### src/lcd_pkg.sv
`default_nettype none

package lcd_pkg;

	localparam int LCD_WORD_W = 10; // RS, RW and one byte
	localparam int LCD_DATA_W = 8;

	// One bus word, read either as a character write or as a set-address command
	typedef union packed {
		struct packed {
			logic                  rs;
			logic                  rw;
			logic [LCD_DATA_W-1:0] code;
		} chr;
		struct packed {
			logic                  rs;
			logic                  rw;
			logic                  set_addr; // DDRAM address instruction bit
			logic [LCD_DATA_W-2:0] addr;
		} cmd;
	} lcd_word_u;

	// Register select
	localparam logic RS_DATA = 1'b1;
	localparam logic RS_CMD  = 1'b0;

	// Start of each display line in DDRAM
	localparam logic [LCD_DATA_W-2:0] ADDR_LINE1 = 7'h00;
	localparam logic [LCD_DATA_W-2:0] ADDR_LINE2 = 7'h40;

	localparam logic [LCD_DATA_W-1:0] CH_SPACE  = 8'h20;
	localparam logic [LCD_DATA_W-1:0] CH_COLON  = 8'h3A;
	localparam logic [LCD_DATA_W-1:0] CH_DOT    = 8'h2E;
	localparam logic [LCD_DATA_W-1:0] CH_DEGREE = 8'hDF; // HD44780 ROM code
	localparam logic [LCD_DATA_W-1:0] CH_C      = 8'h43;
	localparam logic [LCD_DATA_W-1:0] CH_DIGIT0 = 8'h30; // ASCII '0'

endpackage

`default_nettype wire

### src/face_pkg.sv
`default_nettype none

package face_pkg;

	// Screen codes
	localparam int SCREEN_W = 2;
	localparam logic [SCREEN_W-1:0] SCR_INTRO_A = 2'd0;
	localparam logic [SCREEN_W-1:0] SCR_INTRO_B = 2'd1;
	localparam logic [SCREEN_W-1:0] SCR_CLOCK   = 2'd2; // Final screen, stays here

	// Frame slot layout
	localparam int FRAME_SLOTS = 34;
	localparam int SLOT_W      = 6;
	localparam logic [SLOT_W-1:0] SLOT_LINE1 = 6'd0;  // Cursor to line 1
	localparam logic [SLOT_W-1:0] SLOT_LINE2 = 6'd17; // Cursor to line 2
	localparam logic [SLOT_W-1:0] SLOT_TIME0 = 6'd18; // Hour tens
	localparam logic [SLOT_W-1:0] SLOT_TEMP0 = 6'd27; // Temperature hundreds

	// Data inputs of the clock face
	localparam int DIGIT_SEL_W = 3;
	localparam int TIME_W      = 24; // Six BCD digits, hour tens on top
	localparam int BCD_W       = 4;

	// Text lines, leftmost character in the top byte
	localparam int LINE_CHARS = 16;
	localparam int LINE_POS_W = $clog2(LINE_CHARS);
	localparam int TEXT_W     = LINE_CHARS * 8;

	localparam logic [TEXT_W-1:0] INTRO_A_LINE1 = "   Eletronica   ";
	localparam logic [TEXT_W-1:0] INTRO_A_LINE2 = "    Digital     ";
	localparam logic [TEXT_W-1:0] INTRO_B_LINE1 = "   Projeto 4    ";
	localparam logic [TEXT_W-1:0] INTRO_B_LINE2 = "    Verilog     ";

	// Clock face titles
	localparam logic [TEXT_W-1:0] TITLE_CLOCK  = "Relogio  Temp   ";
	localparam logic [TEXT_W-1:0] TITLE_ADJUST = "Ajuste Rel  Temp";
	localparam logic [TEXT_W-1:0] TITLE_ALARM  = "Ajuste A1   Temp";

	// Column of the alarm number in TITLE_ALARM, counted from 1 like the slots
	localparam int ALARM_DIGIT_COL = 9;

endpackage

`default_nettype wire

### src/screen_sequencer.sv
`timescale 1ns/10ps
`default_nettype none

module screen_sequencer (
	input  logic                          clk,
	input  logic                          rst_n,
	input  logic                          start_btn,
	output logic [face_pkg::SCREEN_W-1:0] screen,
	output logic                          intro_active
);
	import face_pkg::*;

	logic btn_q;
	logic btn_rise;

	assign btn_rise     = start_btn & ~btn_q; // Low on last sample, high now
	assign intro_active = (screen != SCR_CLOCK);

	always_ff @(posedge clk)
	begin
		if (!rst_n)
		begin
			btn_q  <= 1'b0;
			screen <= SCR_INTRO_A;
		end
		else
		begin
			btn_q <= start_btn;
			if (btn_rise)
			begin
				case (screen)
					SCR_INTRO_A: screen <= SCR_INTRO_B;
					default:     screen <= SCR_CLOCK; // Saturates at the clock face
				endcase
			end
		end
	end

endmodule

`default_nettype wire

### src/face_composer.sv
`timescale 1ns/10ps
`default_nettype none

module face_composer (
	input  logic [face_pkg::SCREEN_W-1:0]    screen,
	input  logic [face_pkg::SLOT_W-1:0]      slot,
	input  logic                             blink,
	input  logic                             clock_mode,
	input  logic                             adjust_mode,
	input  logic                             alarm1_mode,
	input  logic                             alarm2_mode,
	input  logic                             alarm3_mode,
	input  logic [face_pkg::TIME_W-1:0]      time_bcd,
	input  logic                             temp_hundreds,
	input  logic [face_pkg::BCD_W-1:0]       temp_tens,
	input  logic [face_pkg::BCD_W-1:0]       temp_units,
	input  logic [face_pkg::BCD_W-1:0]       temp_tenths,
	input  logic [face_pkg::DIGIT_SEL_W-1:0] digit_sel,
	output lcd_pkg::lcd_word_u               next_word
);
	import lcd_pkg::*;
	import face_pkg::*;

	logic                  on_line2;
	logic [SLOT_W-1:0]     line_col;  // 1..16 inside a line
	logic [LINE_POS_W-1:0] char_pos;
	logic                  blank_on;
	logic [TEXT_W-1:0]     title_text;
	logic [LCD_DATA_W-1:0] face_char;
	logic [LCD_DATA_W-1:0] char_code;

	function automatic logic [LCD_DATA_W-1:0] digit_char(input logic [BCD_W-1:0] bcd);
		return CH_DIGIT0 + LCD_DATA_W'(bcd);
	endfunction

	function automatic logic [LCD_DATA_W-1:0] text_char(
		input logic [TEXT_W-1:0]     text,
		input logic [LINE_POS_W-1:0] pos
	);
		return text[(LINE_CHARS - 1 - pos) * LCD_DATA_W +: LCD_DATA_W];
	endfunction

	// Blanked when this digit is the one under adjustment
	function automatic logic [LCD_DATA_W-1:0] time_char(
		input logic [TIME_W-1:0]      t,
		input logic [DIGIT_SEL_W-1:0] idx,
		input logic                   blank,
		input logic [DIGIT_SEL_W-1:0] sel
	);
		if (blank && sel == idx)
			return CH_SPACE;
		return digit_char(t[idx * BCD_W +: BCD_W]);
	endfunction

	assign on_line2 = (slot > SLOT_LINE2);
	assign line_col = on_line2 ? slot - SLOT_LINE2 : slot;
	assign char_pos = line_col[LINE_POS_W-1:0] - 1'b1;
	assign blank_on = adjust_mode & blink;

	// Title priority: adjust, clock, then the alarms
	always_comb
	begin
		title_text = {LINE_CHARS{CH_SPACE}}; // No mode active
		if (adjust_mode)
			title_text = TITLE_ADJUST;
		else if (clock_mode)
			title_text = TITLE_CLOCK;
		else if (alarm1_mode | alarm2_mode | alarm3_mode)
		begin
			title_text = TITLE_ALARM;
			title_text[(LINE_CHARS - ALARM_DIGIT_COL) * LCD_DATA_W +: LCD_DATA_W] =
				alarm1_mode ? digit_char(4'd1) :
				alarm2_mode ? digit_char(4'd2) : digit_char(4'd3);
		end
	end

	// HH:MM:SS ddd.d°C
	always_comb
	begin
		case (slot)
			SLOT_TIME0:     face_char = time_char(time_bcd, 3'd5, blank_on, digit_sel);
			SLOT_TIME0 + 1: face_char = time_char(time_bcd, 3'd4, blank_on, digit_sel);
			SLOT_TIME0 + 2: face_char = CH_COLON;
			SLOT_TIME0 + 3: face_char = time_char(time_bcd, 3'd3, blank_on, digit_sel);
			SLOT_TIME0 + 4: face_char = time_char(time_bcd, 3'd2, blank_on, digit_sel);
			SLOT_TIME0 + 5: face_char = CH_COLON;
			SLOT_TIME0 + 6: face_char = time_char(time_bcd, 3'd1, blank_on, digit_sel);
			SLOT_TIME0 + 7: face_char = time_char(time_bcd, 3'd0, blank_on, digit_sel);
			SLOT_TEMP0:     face_char = digit_char(BCD_W'(temp_hundreds)); // '0' or '1'
			SLOT_TEMP0 + 1: face_char = digit_char(temp_tens);
			SLOT_TEMP0 + 2: face_char = digit_char(temp_units);
			SLOT_TEMP0 + 3: face_char = CH_DOT;
			SLOT_TEMP0 + 4: face_char = digit_char(temp_tenths);
			SLOT_TEMP0 + 5: face_char = CH_DEGREE;
			SLOT_TEMP0 + 6: face_char = CH_C;
			default:        face_char = CH_SPACE; // Gap before the temperature
		endcase
	end

	always_comb
	begin
		case (screen)
			SCR_INTRO_A:
				char_code = text_char(on_line2 ? INTRO_A_LINE2 : INTRO_A_LINE1, char_pos);
			SCR_INTRO_B:
				char_code = text_char(on_line2 ? INTRO_B_LINE2 : INTRO_B_LINE1, char_pos);
			default:
				char_code = on_line2 ? face_char : text_char(title_text, char_pos);
		endcase
	end

	always_comb
	begin
		next_word = '0;
		if (slot == SLOT_LINE1 || slot == SLOT_LINE2)
		begin
			next_word.cmd.rs       = RS_CMD;
			next_word.cmd.rw       = 1'b0; // Write
			next_word.cmd.set_addr = 1'b1;
			next_word.cmd.addr     = (slot == SLOT_LINE1) ? ADDR_LINE1 : ADDR_LINE2;
		end
		else
		begin
			next_word.chr.rs   = RS_DATA;
			next_word.chr.rw   = 1'b0;
			next_word.chr.code = char_code;
		end
	end

endmodule

`default_nettype wire

### src/lcd_write_pacer.sv
`timescale 1ns/10ps
`default_nettype none

module lcd_write_pacer (
	input  logic                        clk,
	input  logic                        rst_n,
	input  logic                        lcd_busy,
	input  lcd_pkg::lcd_word_u          next_word,
	output logic [face_pkg::SLOT_W-1:0] slot,
	output logic                        lcd_en,
	output lcd_pkg::lcd_word_u          lcd_word
);
	import face_pkg::*;

	logic write_now;
	logic last_slot;

	// At least one idle cycle after every strobe
	assign write_now = !lcd_en && !lcd_busy;
	assign last_slot = (slot == SLOT_W'(FRAME_SLOTS - 1));

	always_ff @(posedge clk)
	begin
		if (!rst_n)
		begin
			slot     <= '0;
			lcd_en   <= 1'b0;
			lcd_word <= '0;
		end
		else
		begin
			lcd_en <= write_now; // One-cycle strobe
			if (write_now)
			begin
				lcd_word <= next_word;
				slot     <= last_slot ? '0 : slot + 1'b1; // Frame repeats
			end
		end
	end

endmodule

`default_nettype wire

### src/lcd_face_top.sv
`timescale 1ns/10ps
`default_nettype none

module lcd_face_top (
	input  logic                             clk,
	input  logic                             rst_n,
	input  logic                             start_btn,
	input  logic                             blink,
	input  logic                             clock_mode,
	input  logic                             adjust_mode,
	input  logic                             alarm1_mode,
	input  logic                             alarm2_mode,
	input  logic                             alarm3_mode,
	input  logic [face_pkg::TIME_W-1:0]      time_bcd,
	input  logic                             temp_hundreds,
	input  logic [face_pkg::BCD_W-1:0]       temp_tens,
	input  logic [face_pkg::BCD_W-1:0]       temp_units,
	input  logic [face_pkg::BCD_W-1:0]       temp_tenths,
	input  logic [face_pkg::DIGIT_SEL_W-1:0] digit_sel,
	input  logic                             lcd_busy,
	output logic                             lcd_en,
	output logic [lcd_pkg::LCD_WORD_W-1:0]   lcd_word,
	output logic                             intro_active
);
	import lcd_pkg::*;
	import face_pkg::*;

	logic [SCREEN_W-1:0] screen;
	logic [SLOT_W-1:0]   slot;
	lcd_word_u           next_word; // Word for the slot about to be written

	screen_sequencer u_screen_sequencer (
		.clk          (clk),
		.rst_n        (rst_n),
		.start_btn    (start_btn),
		.screen       (screen),
		.intro_active (intro_active)
	);

	face_composer u_face_composer (
		.screen        (screen),
		.slot          (slot),
		.blink         (blink),
		.clock_mode    (clock_mode),
		.adjust_mode   (adjust_mode),
		.alarm1_mode   (alarm1_mode),
		.alarm2_mode   (alarm2_mode),
		.alarm3_mode   (alarm3_mode),
		.time_bcd      (time_bcd),
		.temp_hundreds (temp_hundreds),
		.temp_tens     (temp_tens),
		.temp_units    (temp_units),
		.temp_tenths   (temp_tenths),
		.digit_sel     (digit_sel),
		.next_word     (next_word)
	);

	lcd_write_pacer u_lcd_write_pacer (
		.clk       (clk),
		.rst_n     (rst_n),
		.lcd_busy  (lcd_busy),
		.next_word (next_word),
		.slot      (slot),
		.lcd_en    (lcd_en),
		.lcd_word  (lcd_word)
	);

endmodule

`default_nettype wire

### config.mk
export PLATFORM = sky130hd
export DESIGN_NAME = lcd_face_top
export DESIGN_NICKNAME = d
export VERILOG_FILES = /design/src/lcd_pkg.sv /design/src/face_pkg.sv /design/src/screen_sequencer.sv /design/src/face_composer.sv /design/src/lcd_write_pacer.sv /design/src/lcd_face_top.sv
export SDC_FILE = /design/constraint.sdc
export NUM_CORES = 1
export LEC_CHECK = 0
export ABC_AREA = 1
export BUFFER_PORTS_ARGS = -buffer_cell sky130_fd_sc_hd__clkbuf_2
export CAP_MARGIN = 25
export CORE_ASPECT_RATIO = 0.8
export CORE_MARGIN = 4
export CORE_UTILIZATION = 60
export DETAILED_ROUTE_END_ITERATION = 7
export PLACE_DENSITY_LB_ADDON = 0.25
export SLEW_MARGIN = 10
export SYNTH_ARGS = -nofsm -noshare
export SYNTH_HDL_FRONTEND = slang
export SYNTH_SLANG_ARGS = --single-unit
### constraint.sdc
create_clock -name clk -period 5.8 [get_ports clk]
set_input_delay 1.16 -clock clk [delete_from_list [all_inputs] [get_ports clk]]
set_output_delay 1.16 -clock clk [all_outputs]
set_load 0.05 [all_outputs]
=== Yosys cells after proc, flatten, opt, wreduce, memory -nomap -nowiden ===
Index checks and enable logic that the tools add are counted.

* Flip-flop bits (word level): 20

* $add $sub $neg: 14
* Magnitude comparators: 1
* Eq/ne operators: 23
* Shift operators: 3
* Mux-type cells: 39
* Bitwise operators: 5
* Reductions and logical operators: 14

{| class="wikitable"
|+ Operator list
! operator !! number
|-
| 128-bit by 33-bit variable part select with 8-bit output || 3
|-
| 128-bit 2-to-1 mux || 2
|-
| 103-bit 2-to-1 mux || 2
|-
| 127-bit 2-to-1 mux || 1
|-
| 8-bit 2-to-1 mux || 14
|-
| 8-bit one-hot mux with 14 select lines || 1
|-
| 6-bit by 5-bit equality test with 1-bit output (second input constant) || 14
|-
| 6-bit by 4-bit adder with 7-bit output (first input constant) || 9
|-
| 8-bit one-hot mux with 2 select lines || 1
|-
| 1-bit 2-to-1 mux || 13
|-
| 6-bit equality test (second input constant) || 2
|-
| 10-bit 2-to-1 mux || 1
|-
| 4-bit by 1-bit subtractor with 4-bit output (second input constant) || 2
|-
| 6-bit by 1-bit adder with 7-bit output (first input constant) || 1
|-
| 1-bit logical AND || 7
|-
| 7-bit 2-to-1 mux || 1
|-
| 6-bit by 1-bit adder with 6-bit output (second input constant) || 1
|-
| 3-bit by 2-bit equality test with 1-bit output (second input constant) || 2
|-
| 3-bit equality test (second input constant) || 2
|-
| 6-bit by 5-bit greater-than comparator with 1-bit output (second input constant) || 1
|-
| 6-bit logical NOT || 1
|-
| 6-bit 2-to-1 mux || 1
|-
| 4-bit by 4-bit subtractor with 5-bit output (first input constant) || 1
|-
| 4-bit 2-to-1 mux || 1
|-
| 12 further kinds || 15
|}

=== Depth between registers and ports, before layout ===
Gate-level depths: netlist of the first run.

* Depth in word-level cells: 9
* Mapped depth: 24
* Depth with buffers taken out: 21

=== Modules after synthesis ===
From an unflattened synthesis of the first run, not the netlist that was laid out.

* Cell total of the unflattened synthesis: 516
* Area, all modules: 2869.0 sq um

{| class="wikitable"
|+ Modules (own cells, without submodules)
! module !! instances !! cells an instance !! area an instance (sq um) !! sequential area each (sq um)
|-
| face_composer || 1 || 405 || 2049.5 || 0.0
|-
| lcd_write_pacer || 1 || 91 || 690.7 || 340.3
|-
| screen_sequencer || 1 || 20 || 128.9 || 60.1
|}

=== Worst setup path before layout of the first run ===
OpenSTA, ideal clock, no wires.

* Kind: reg2reg
* Start point: register u_lcd_write_pacer.slot[0] in the netlist's numbering
* End point: register u_lcd_write_pacer.lcd_word[1] in the netlist's numbering
* Library setup time: 0.071 ns
* Data arrival time: 3.029 ns
* Data required time: 5.729 ns
* Setup slack: 2.700 ns
* Stages on the path, launching flop included: 20
* Path buffers: 3
* Clock period less this slack: 3.100 ns
* Cells stage by stage: dfxtp_1 -> inv_1 -> ha_1 -> inv_1 -> nor2_1 -> nand2_1 -> nand3_4 -> buf_2 -> ha_1 -> clkbuf_1 -> inv_1 -> clkbuf_1 -> nor2_1 -> nor2_1 -> a21oi_1 -> nor3_2 -> nor2_1 -> a21oi_2 -> nand2_1 -> a21oi_1

* Word-level cells in the longest chain between the ends: 8
* Elaborated cells between the ends (all ways): 33
* Classes of those cells: add/sub: 3; order compare: 1; eq/ne: 16; shift: 3; mux: 7; reduce/logical: 3

{| class="wikitable"
|+ RTL lines
! element !! RTL line !! text
|-
| start, declared || lcd_write_pacer.sv:9 || <nowiki>output logic [face_pkg::SLOT_W-1:0] slot,</nowiki>
|-
| start signal, assigned || lcd_write_pacer.sv:36 || <nowiki>slot <= last_slot ? '0 : slot + 1'b1;</nowiki>
|-
| 6-bit by 5-bit greater-than comparator with 1-bit output or 4-bit by 1-bit subtractor with 4-bit output (tied branches) || face_composer.sv:55, face_composer.sv:56 ||
|-
| 4-bit 2-to-1 mux || face_composer.sv:56 || <nowiki>assign line_col = on_line2 ? slot - SLOT_LINE2 : slot;</nowiki>
|-
| 4-bit by 1-bit subtractor with 4-bit output || face_composer.sv:57 || <nowiki>assign char_pos = line_col[LINE_POS_W-1:0] - 1'b1;</nowiki>
|-
| 4-bit by 4-bit subtractor with 5-bit output || face_composer.sv:40 || <nowiki>return text[(LINE_CHARS - 1 - pos) * LCD_DATA_W +: LCD_DATA_W];</nowiki>
|-
| 128-bit by 33-bit variable part select with 8-bit output || face_composer.sv:40 ||
|-
| 8-bit 2-to-1 mux || face_composer.sv:108 || <nowiki>char_code = on_line2 ? face_char : text_char(title_text, char_pos);</nowiki>
|-
| 8-bit one-hot mux with 2 select lines || face_composer.sv:102 || <nowiki>case (screen)</nowiki>
|-
| 10-bit 2-to-1 mux * || face_composer.sv:115 || <nowiki>if (slot == SLOT_LINE1 || slot == SLOT_LINE2)</nowiki>
|-
| end signal, assigned || lcd_write_pacer.sv:35 || <nowiki>lcd_word <= next_word;</nowiki>
|-
| end, declared || lcd_write_pacer.sv:11 || <nowiki>output lcd_pkg::lcd_word_u lcd_word</nowiki>
|}

Every way passes the cells marked *; elsewhere a longest branch is shown, timed or not.
A chain may end at the register's enable or synchronous reset.

=== Worst setup path in the final report of the first run ===
Same ends and word-level chain as after synthesis.

==> metrics, run 1 <==
max-cap violation count=0; post-route ant nets=0; placed wire-length estimate=6.74 mm; Pins Over Slew Limit=0; Syn Nets=532; Worst Hold Depth=2; CTS buffer count=3; worst-path fanout max=22; routability cong.=1.01; P per Cell Area=148 mW/mm^2; FMAX=236 MHz; H-tree levels=1; critical path endpoint category=flip-flop; CTS tree=done; Finish-stage setup viols=0; GRT met3 Usage=4.45%; crit start category=flip-flop; M2 GR Usage=52.1%; Post-Synthesis Cells=469; synth warn=0; sequential area share after synthesis=14.1%; slew margin rel.=60.1%; worst r2r src=u_lcd_write_pacer.slot[0]; Layout Nets=581; global route hottest layer=met2; CP max stage delay=0.78 ns; P_leak=1.55 nW; pin count of the biggest net entering global routing=23; cell mode on critical path=nand2_1; CP arrival=4.37 ns; Critical Path, Cell by Cell=inv_1, ha_1, inv_1, nor2_1, nand2_1, nand3_4, ha_1, inv_1, nand3_4, nand2_1, nand2_1, o21ai_0, or2_2, nand2_1, nand2_1, nand3_1, nand2_1, nand2_1, a21oi_1; status=finished clean; Worst path slowest cell=ha_1; dpl ws=1.69 ns; drc violations=0; flops & latches, synth=19; buffer depth of the longest clock path=2; Hold-fix buffers, CTS=0; Post-synth EDFFs=0; setup TNS=0 ns; Setup Skew=0.00418 ns; gr usage total=31.1%; Via Count=3401; crit path launch=u_lcd_write_pacer.slot[0]; syn_area_per_cell=5.74 um^2; CTS resizes=0; Hold Crit Class=reg2reg; Syn Std Cell Area=0.00269 mm^2; CTS clk-pin slew, worst paths=0.08 ns; gr ovfl total=0; die height=67.9 um; M1 GR Usage=42.3%; Worst VDD drop=0.000237 V; number of global-route vias before repair=2982; IO buf count=60; I/O pin cnt=62; Initial Util=63.3%; global-route wire length before repair=14.4 mm; Die W=82.9 um; share of cells above drive strength 1=19.1%; Area Growth Syn to Fin=11.7%; Distinct cells, synth=42; Worst-Margin Slew=0.595 ns; Root Driver=clkbuf_8; drt wl/cell=15.1 um; most common flop cell mapped by yosys=dfxtp_1; RSZ-0062 raised after global routing=false; Clk Latency, worst-skew pair=0.26 ns; antenna cells=0; FF-to-FF path depth=19; Placement Rows=21; clk sinks=19; Tmin final=4.23 ns; Worst path depth=19; asr flop ratio synth=0%; period utilization=73.0%; Post-CTS Setup Bufs=0; vias per cell=5.93; Final Hold Vio Count=0; Die Area=0.00563 mm^2; CORE AREA=0.00426 mm^2; Iter 0 DRT Violations=400; initial antenna violation count=0; Hold Startpoint=u_lcd_write_pacer.lcd_word[9]; Pre-Repair DR Iteration Count=5; Final WS setup=1.57 ns; worst setup path class=reg2reg; Top delay family on crit path=simple AND/OR/NAND/NOR gates; WL final=8.67 mm; WP data required=5.93 ns; worst path bufs/invs=3
==> cell usage after synthesis (5+ instances only) <==
master | number | area [um^2]
inv_2 | 5 | 18.8
o21ai_0 | 14 | 70.1
nand2_2 | 11 | 68.8
o211ai_1 | 7 | 52.6
nor2_1 | 52 | 195
nor3_1 | 5 | 25.0
inv_1 | 53 | 199
a21oi_1 | 35 | 175
dfxtp_1 | 19 | 380
nand2_1 | 127 | 477
clkbuf_1 | 7 | 26.3
nand4_1 | 6 | 37.5
buf_6 | 5 | 56.3
ha_1 | 13 | 163
nand3_1 | 57 | 285
==> kinds of logic (layout without fill, tap and decap cells) <==
| kind of cell | count (synthesis) | in the layout | share of synthesized area [%] |
|---|---|---|---|
| AND/OR/NAND/NOR | 276 | 276 | 47.9 |
| flip-flops | 19 | 19 | 14.1 |
| AO/OA/AOI/OAI | 82 | 82 | 18.6 |
| buffers and inverters | 75 | 123 | 12.2 |
| other | 1 | 1 | 0.139 |
| adder cells (fa/ha/maj) | 13 | 13 | 6.04 |
| XOR/XNOR | 3 | 3 | 0.976 |
==> per-stage QoR <==
stage / power [mW] / std cells / area, um^2 / util (%) / hold WS, ns
floorplan: 0.297 / 469 / 2690 / - / 0.481
global placement: 0.345 / 570 / 2960 / 69.5 / 0.453
detailed placement: 0.346 / 570 / 2960 / 69.5 / 0.459
CTS: 0.443 / 574 / 3010 / 70.7 / 0.470
global route: 0.478 / 574 / 3010 / 70.7 / 0.507
finish: 0.446 / 574 / 3010 / 70.7 / 0.469
==> flip-flops by register name, indices dropped and copies added, names as in the netlist <==
signal / cells
u_lcd_write_pacer.lcd_word: 9
u_lcd_write_pacer.slot: 6
u_screen_sequencer.screen: 2
u_lcd_write_pacer.lcd_en: 1
u_screen_sequencer.btn_q: 1
==> tightest hold or removal path: stages (launching register included) <==
cell     delay, ns
dfxtp_1       0.31
nand2_1       0.06
a21oi_1       0.05
==> placed cells by master (no fill, tap or decap), types with 2 or more instances in the layout <==
| master | count |
|---|---|
| nor2_1 | 52 |
| a211oi_1 | 4 |
| nor3_1 | 5 |
| o2111ai_1 | 3 |
| ha_1 | 13 |
| o22ai_1 | 2 |
| inv_1 | 53 |
| nand4_1 | 6 |
| a22o_1 | 2 |
| clkbuf_2 | 60 |
| inv_2 | 5 |
| o21ai_1 | 4 |
| a21oi_2 | 4 |
| or2_2 | 2 |
| nand3_4 | 4 |
| clkbuf_8 | 3 |
| nand2_2 | 11 |
| dfxtp_1 | 19 |
| a21oi_1 | 35 |
| a221oi_1 | 2 |
| nand2_1 | 127 |
| nor4_1 | 3 |
| o211ai_1 | 7 |
| xor2_1 | 3 |
| nand3_2 | 4 |
| o21ai_0 | 14 |
| nand3_1 | 57 |
==> layout make-up <==
cell class | count | area (um^2)
Timing Repair Buffer | 60 | 300
Inverter | 59 | 224
Clock buffer | 3 | 41.3
Multi-Input combinational cell | 375 | 1980
Sequential cell | 19 | 380
Fill cell | 388 | 1250
Tap cell | 57 | 71.3
Clock inverter | 1 | 7.51
==> path summary, 6_finish.rpt <==
check / end / slack [ns]
worst max-delay path: u_lcd_write_pacer.lcd_word[1] / 1.57
worst min register to register: u_lcd_write_pacer.lcd_word[9] / 0.47
worst min-delay path: u_lcd_write_pacer.lcd_word[9] / 0.47
worst max register to register: u_lcd_write_pacer.lcd_word[1] / 1.57
==> report_power, final <==
group	switching, mW	internal [mW]	leakage [nW]
clock	0.0483	0.0486	0.0217
sequential	0.00544	0.136	0.155
combinational	0.142	0.0657	1.37
==> per-layer routing <==
layer	part of all wire, %	wire [um]	vias up
met4	1.6	143	0
met1	44	3820	1509
met5	0	0	-
li1	-	-	1650
met2	43	3710	225
met3	12	1000	17
Note: power is estimated with default switching activity, not from simulation.
==> run 2, diff against run 1 <==
CORE_UTILIZATION = 50   (was 60)
clock period = 3.6 ns   (was 5.8 ns; I/O delays follow)
==> run 2 against run 1 <==
Design area increased by 1.2%. Total power rose by 61%. Clock skew decreased by 0.0023 ns. Critical path depth is 2 higher. Sequential power rose by 61%. Combinational power rose by 64%. Final cell count is 1.6% higher. First-iteration DRC count is 12% higher. Wire length increased by 4.1%. Via count is 0.59% lower. Critical path type unchanged.
==> metrics, run 2 (synthesis gave the netlist of run 1 again) <==
largest register by flop count=u_lcd_write_pacer.lcd_word (unchanged); IO buf count=60 (unchanged); Area Growth Syn to Fin=13.1% (was 11.7%); vias per cell=5.80 (was 5.93); commonest non-fill, non-tap cells in the layout=127 x nand2_1, 60 x clkbuf_2, 57 x nand3_1 (unchanged); multi-input logic area=0.00198 mm^2 (unchanged); Worst-Margin Slew=0.634 ns (was 0.595 ns); Placed Instances=579 (was 570); FMAX=307 MHz (was 236 MHz); Hold Startpoint=u_lcd_write_pacer.lcd_word[4] (was u_lcd_write_pacer.lcd_word[9]); max-cap violation count=0 (unchanged); crit path launch=u_lcd_write_pacer.slot[1] (was u_lcd_write_pacer.slot[0]); buffer depth of the longest clock path=2 (unchanged); Root Driver=clkbuf_8 (unchanged); worst r2r src=u_lcd_write_pacer.slot[1] (was u_lcd_write_pacer.slot[0]); Clk Latency, worst-skew pair=0.25 ns (was 0.26 ns); Worst Hold Depth=2 (unchanged); Pins Over Slew Limit=0 (unchanged); max reg flops=9 (unchanged); biggest regs=u_lcd_write_pacer.lcd_word: 9 flops, u_lcd_write_pacer.slot: 6 flops, u_screen_sequencer.screen: 2 flops (unchanged); final total power=0.720 mW (was 0.446 mW); Register Area=380 um^2 (unchanged); worst setup path class=reg2reg (unchanged); Hold Crit Class=reg2reg (unchanged); Pre-Repair DR Iteration Count=5 (unchanged); post-route ant nets=0 (unchanged); global-route wire length before repair=14.6 mm (was 14.4 mm); P_leak=1.56 nW (was 1.55 nW); Via Count=3381 (was 3401); antenna cells=0 (unchanged); drt wl/cell=15.5 um (was 15.1 um); slew margin rel.=57.4% (was 60.1%); RSZ-0062 raised after global routing=false (unchanged); CTS clk-pin slew, worst paths=0.08 ns (about the same); final hold slack=0.467 ns (was 0.469 ns); Die Area=0.00663 mm^2 (was 0.00563 mm^2); dpl ws=0.417 ns (was 1.69 ns); drc violations=0 (unchanged); placed wire-length estimate=7.02 mm (was 6.74 mm); H-tree levels=1 (unchanged); CP arrival=3.44 ns (was 4.37 ns); Die W=90.1 um (was 82.9 um); status=finished clean (unchanged); I/O pin cnt=62 (unchanged); Tmin final=3.26 ns (was 4.23 ns); Final Hold Vio Count=0 (unchanged); routability cong.=1.00 (was 1.01); Finish-stage setup viols=0 (unchanged); Post-CTS Setup Bufs=0 (unchanged); pin count of the biggest net entering global routing=22 (was 23); CORE AREA=0.00512 mm^2 (was 0.00426 mm^2); gr ovfl total=0 (unchanged); Layout Cells excl Fill=583 (was 574); Reg2Reg Setup Slack=0.34 ns (was 1.57 ns); setup TNS=0 ns (unchanged); Final WS setup=0.344 ns (was 1.57 ns); CTS tree=done (unchanged); gr usage total=26.6% (was 31.1%); period utilization=90.4% (was 73.0%); commonest non-fill, non-tap cell in the layout=nand2_1 (unchanged); clk sinks=19 (unchanged); P per Cell Area=237 mW/mm^2 (was 148 mW/mm^2); Placement Rows=23 (was 21); crit start category=flip-flop (unchanged); worst hold path endpoint=u_lcd_write_pacer.lcd_word[4] (was u_lcd_write_pacer.lcd_word[9]); Fillers=530 (was 388); Layout Nets=585 (was 581); Setup Skew=0.00187 ns (was 0.00418 ns); share of cells above drive strength 1=19.8% (was 19.1%); WL final=9.03 mm (was 8.67 mm); r2r endpoint=u_lcd_write_pacer.lcd_word[6] (was u_lcd_write_pacer.lcd_word[1]); CTS buffer count=3 (unchanged); critical path endpoint category=flip-flop (unchanged); initial antenna violation count=0 (unchanged); CTS resizes=0 (unchanged); worst-path fanout max=17 (was 22); Iter 0 DRT Violations=446 (was 400); die height=73.7 um (was 67.9 um); Initial Util=52.6% (was 63.3%); FF-to-FF path depth=21 (was 19); Worst VDD drop=0.000372 V (was 0.000237 V); number of global-route vias before repair=3026 (was 2982); WP data required=3.79 ns (was 5.93 ns); Hold-fix buffers, CTS=0 (unchanged)
## run 2: changes by cell type in the layout (fill, tap and decap cells not counted), sizes merged
cell,change
buf,+4
## run 2: final cells by class
cell class                      count  area share, %
Tap cell                           62           2.55
Multi-Input combinational cell    375           65.2
Sequential cell                    19           12.5
Clock buffer                        3           1.36
Timing Repair Buffer               64           10.8
Clock inverter                      1          0.247
Inverter                           59           7.35
## run 2: report_power, final
part	leakage [nW]	internal [mW]	switching [mW]
Combinational	1.39	0.110	0.231
Sequential	0.155	0.220	0.00835
Clock	0.0217	0.0779	0.0735
Total	1.56	0.407	0.313
## run 2: worst max-delay path by stage
stage                                          to  slack (ns)
finish              u_lcd_write_pacer.lcd_word[6]        0.34
global route        u_lcd_write_pacer.lcd_word[6]        0.04
CTS                 u_lcd_write_pacer.lcd_word[6]        0.39
detailed placement  u_lcd_write_pacer.lcd_word[6]        0.42
global placement    u_lcd_write_pacer.lcd_word[6]        0.48
floorplan           u_lcd_write_pacer.lcd_word[1]        0.50
## run 2: per-layer routing
metal / wire length, um / GRT usage (%) / vias to the layer above
met1: 4250 / 38.2 / 1503
met2: 3790 / 43.4 / 209
li1: - / - / 1655
met5: 0 / 0 / -
met3: 925 / 3.89 / 14
met4: 58 / 3.90 / 0
## run 2: per-stage QoR
stage               utilization (%)  instance area (um^2)
floorplan                         -                  2690
global placement               58.5                  3000
detailed placement             58.5                  3000
CTS                            59.5                  3050
global route                   59.5                  3050
finish                         59.5                  3050
## run 2: critical path: stages, from the launching register on
cell	delay (ns)
dfxtp_1	0.42
inv_1	0.18
ha_1	0.24
inv_1	0.06
nor2_1	0.05
nand2_1	0.12
nand3_4	0.09
ha_1	0.42
inv_1	0.20
buf_4	0.23
nand3_1	0.11
nand2_2	0.30
nand3_1	0.15
nand2_1	0.10
nand2_1	0.05
nand2_1	0.07
nand2_1	0.05
nand2_1	0.06
nand2_1	0.05
nand2_1	0.06
nand2_1	0.06
a21oi_2	0.11
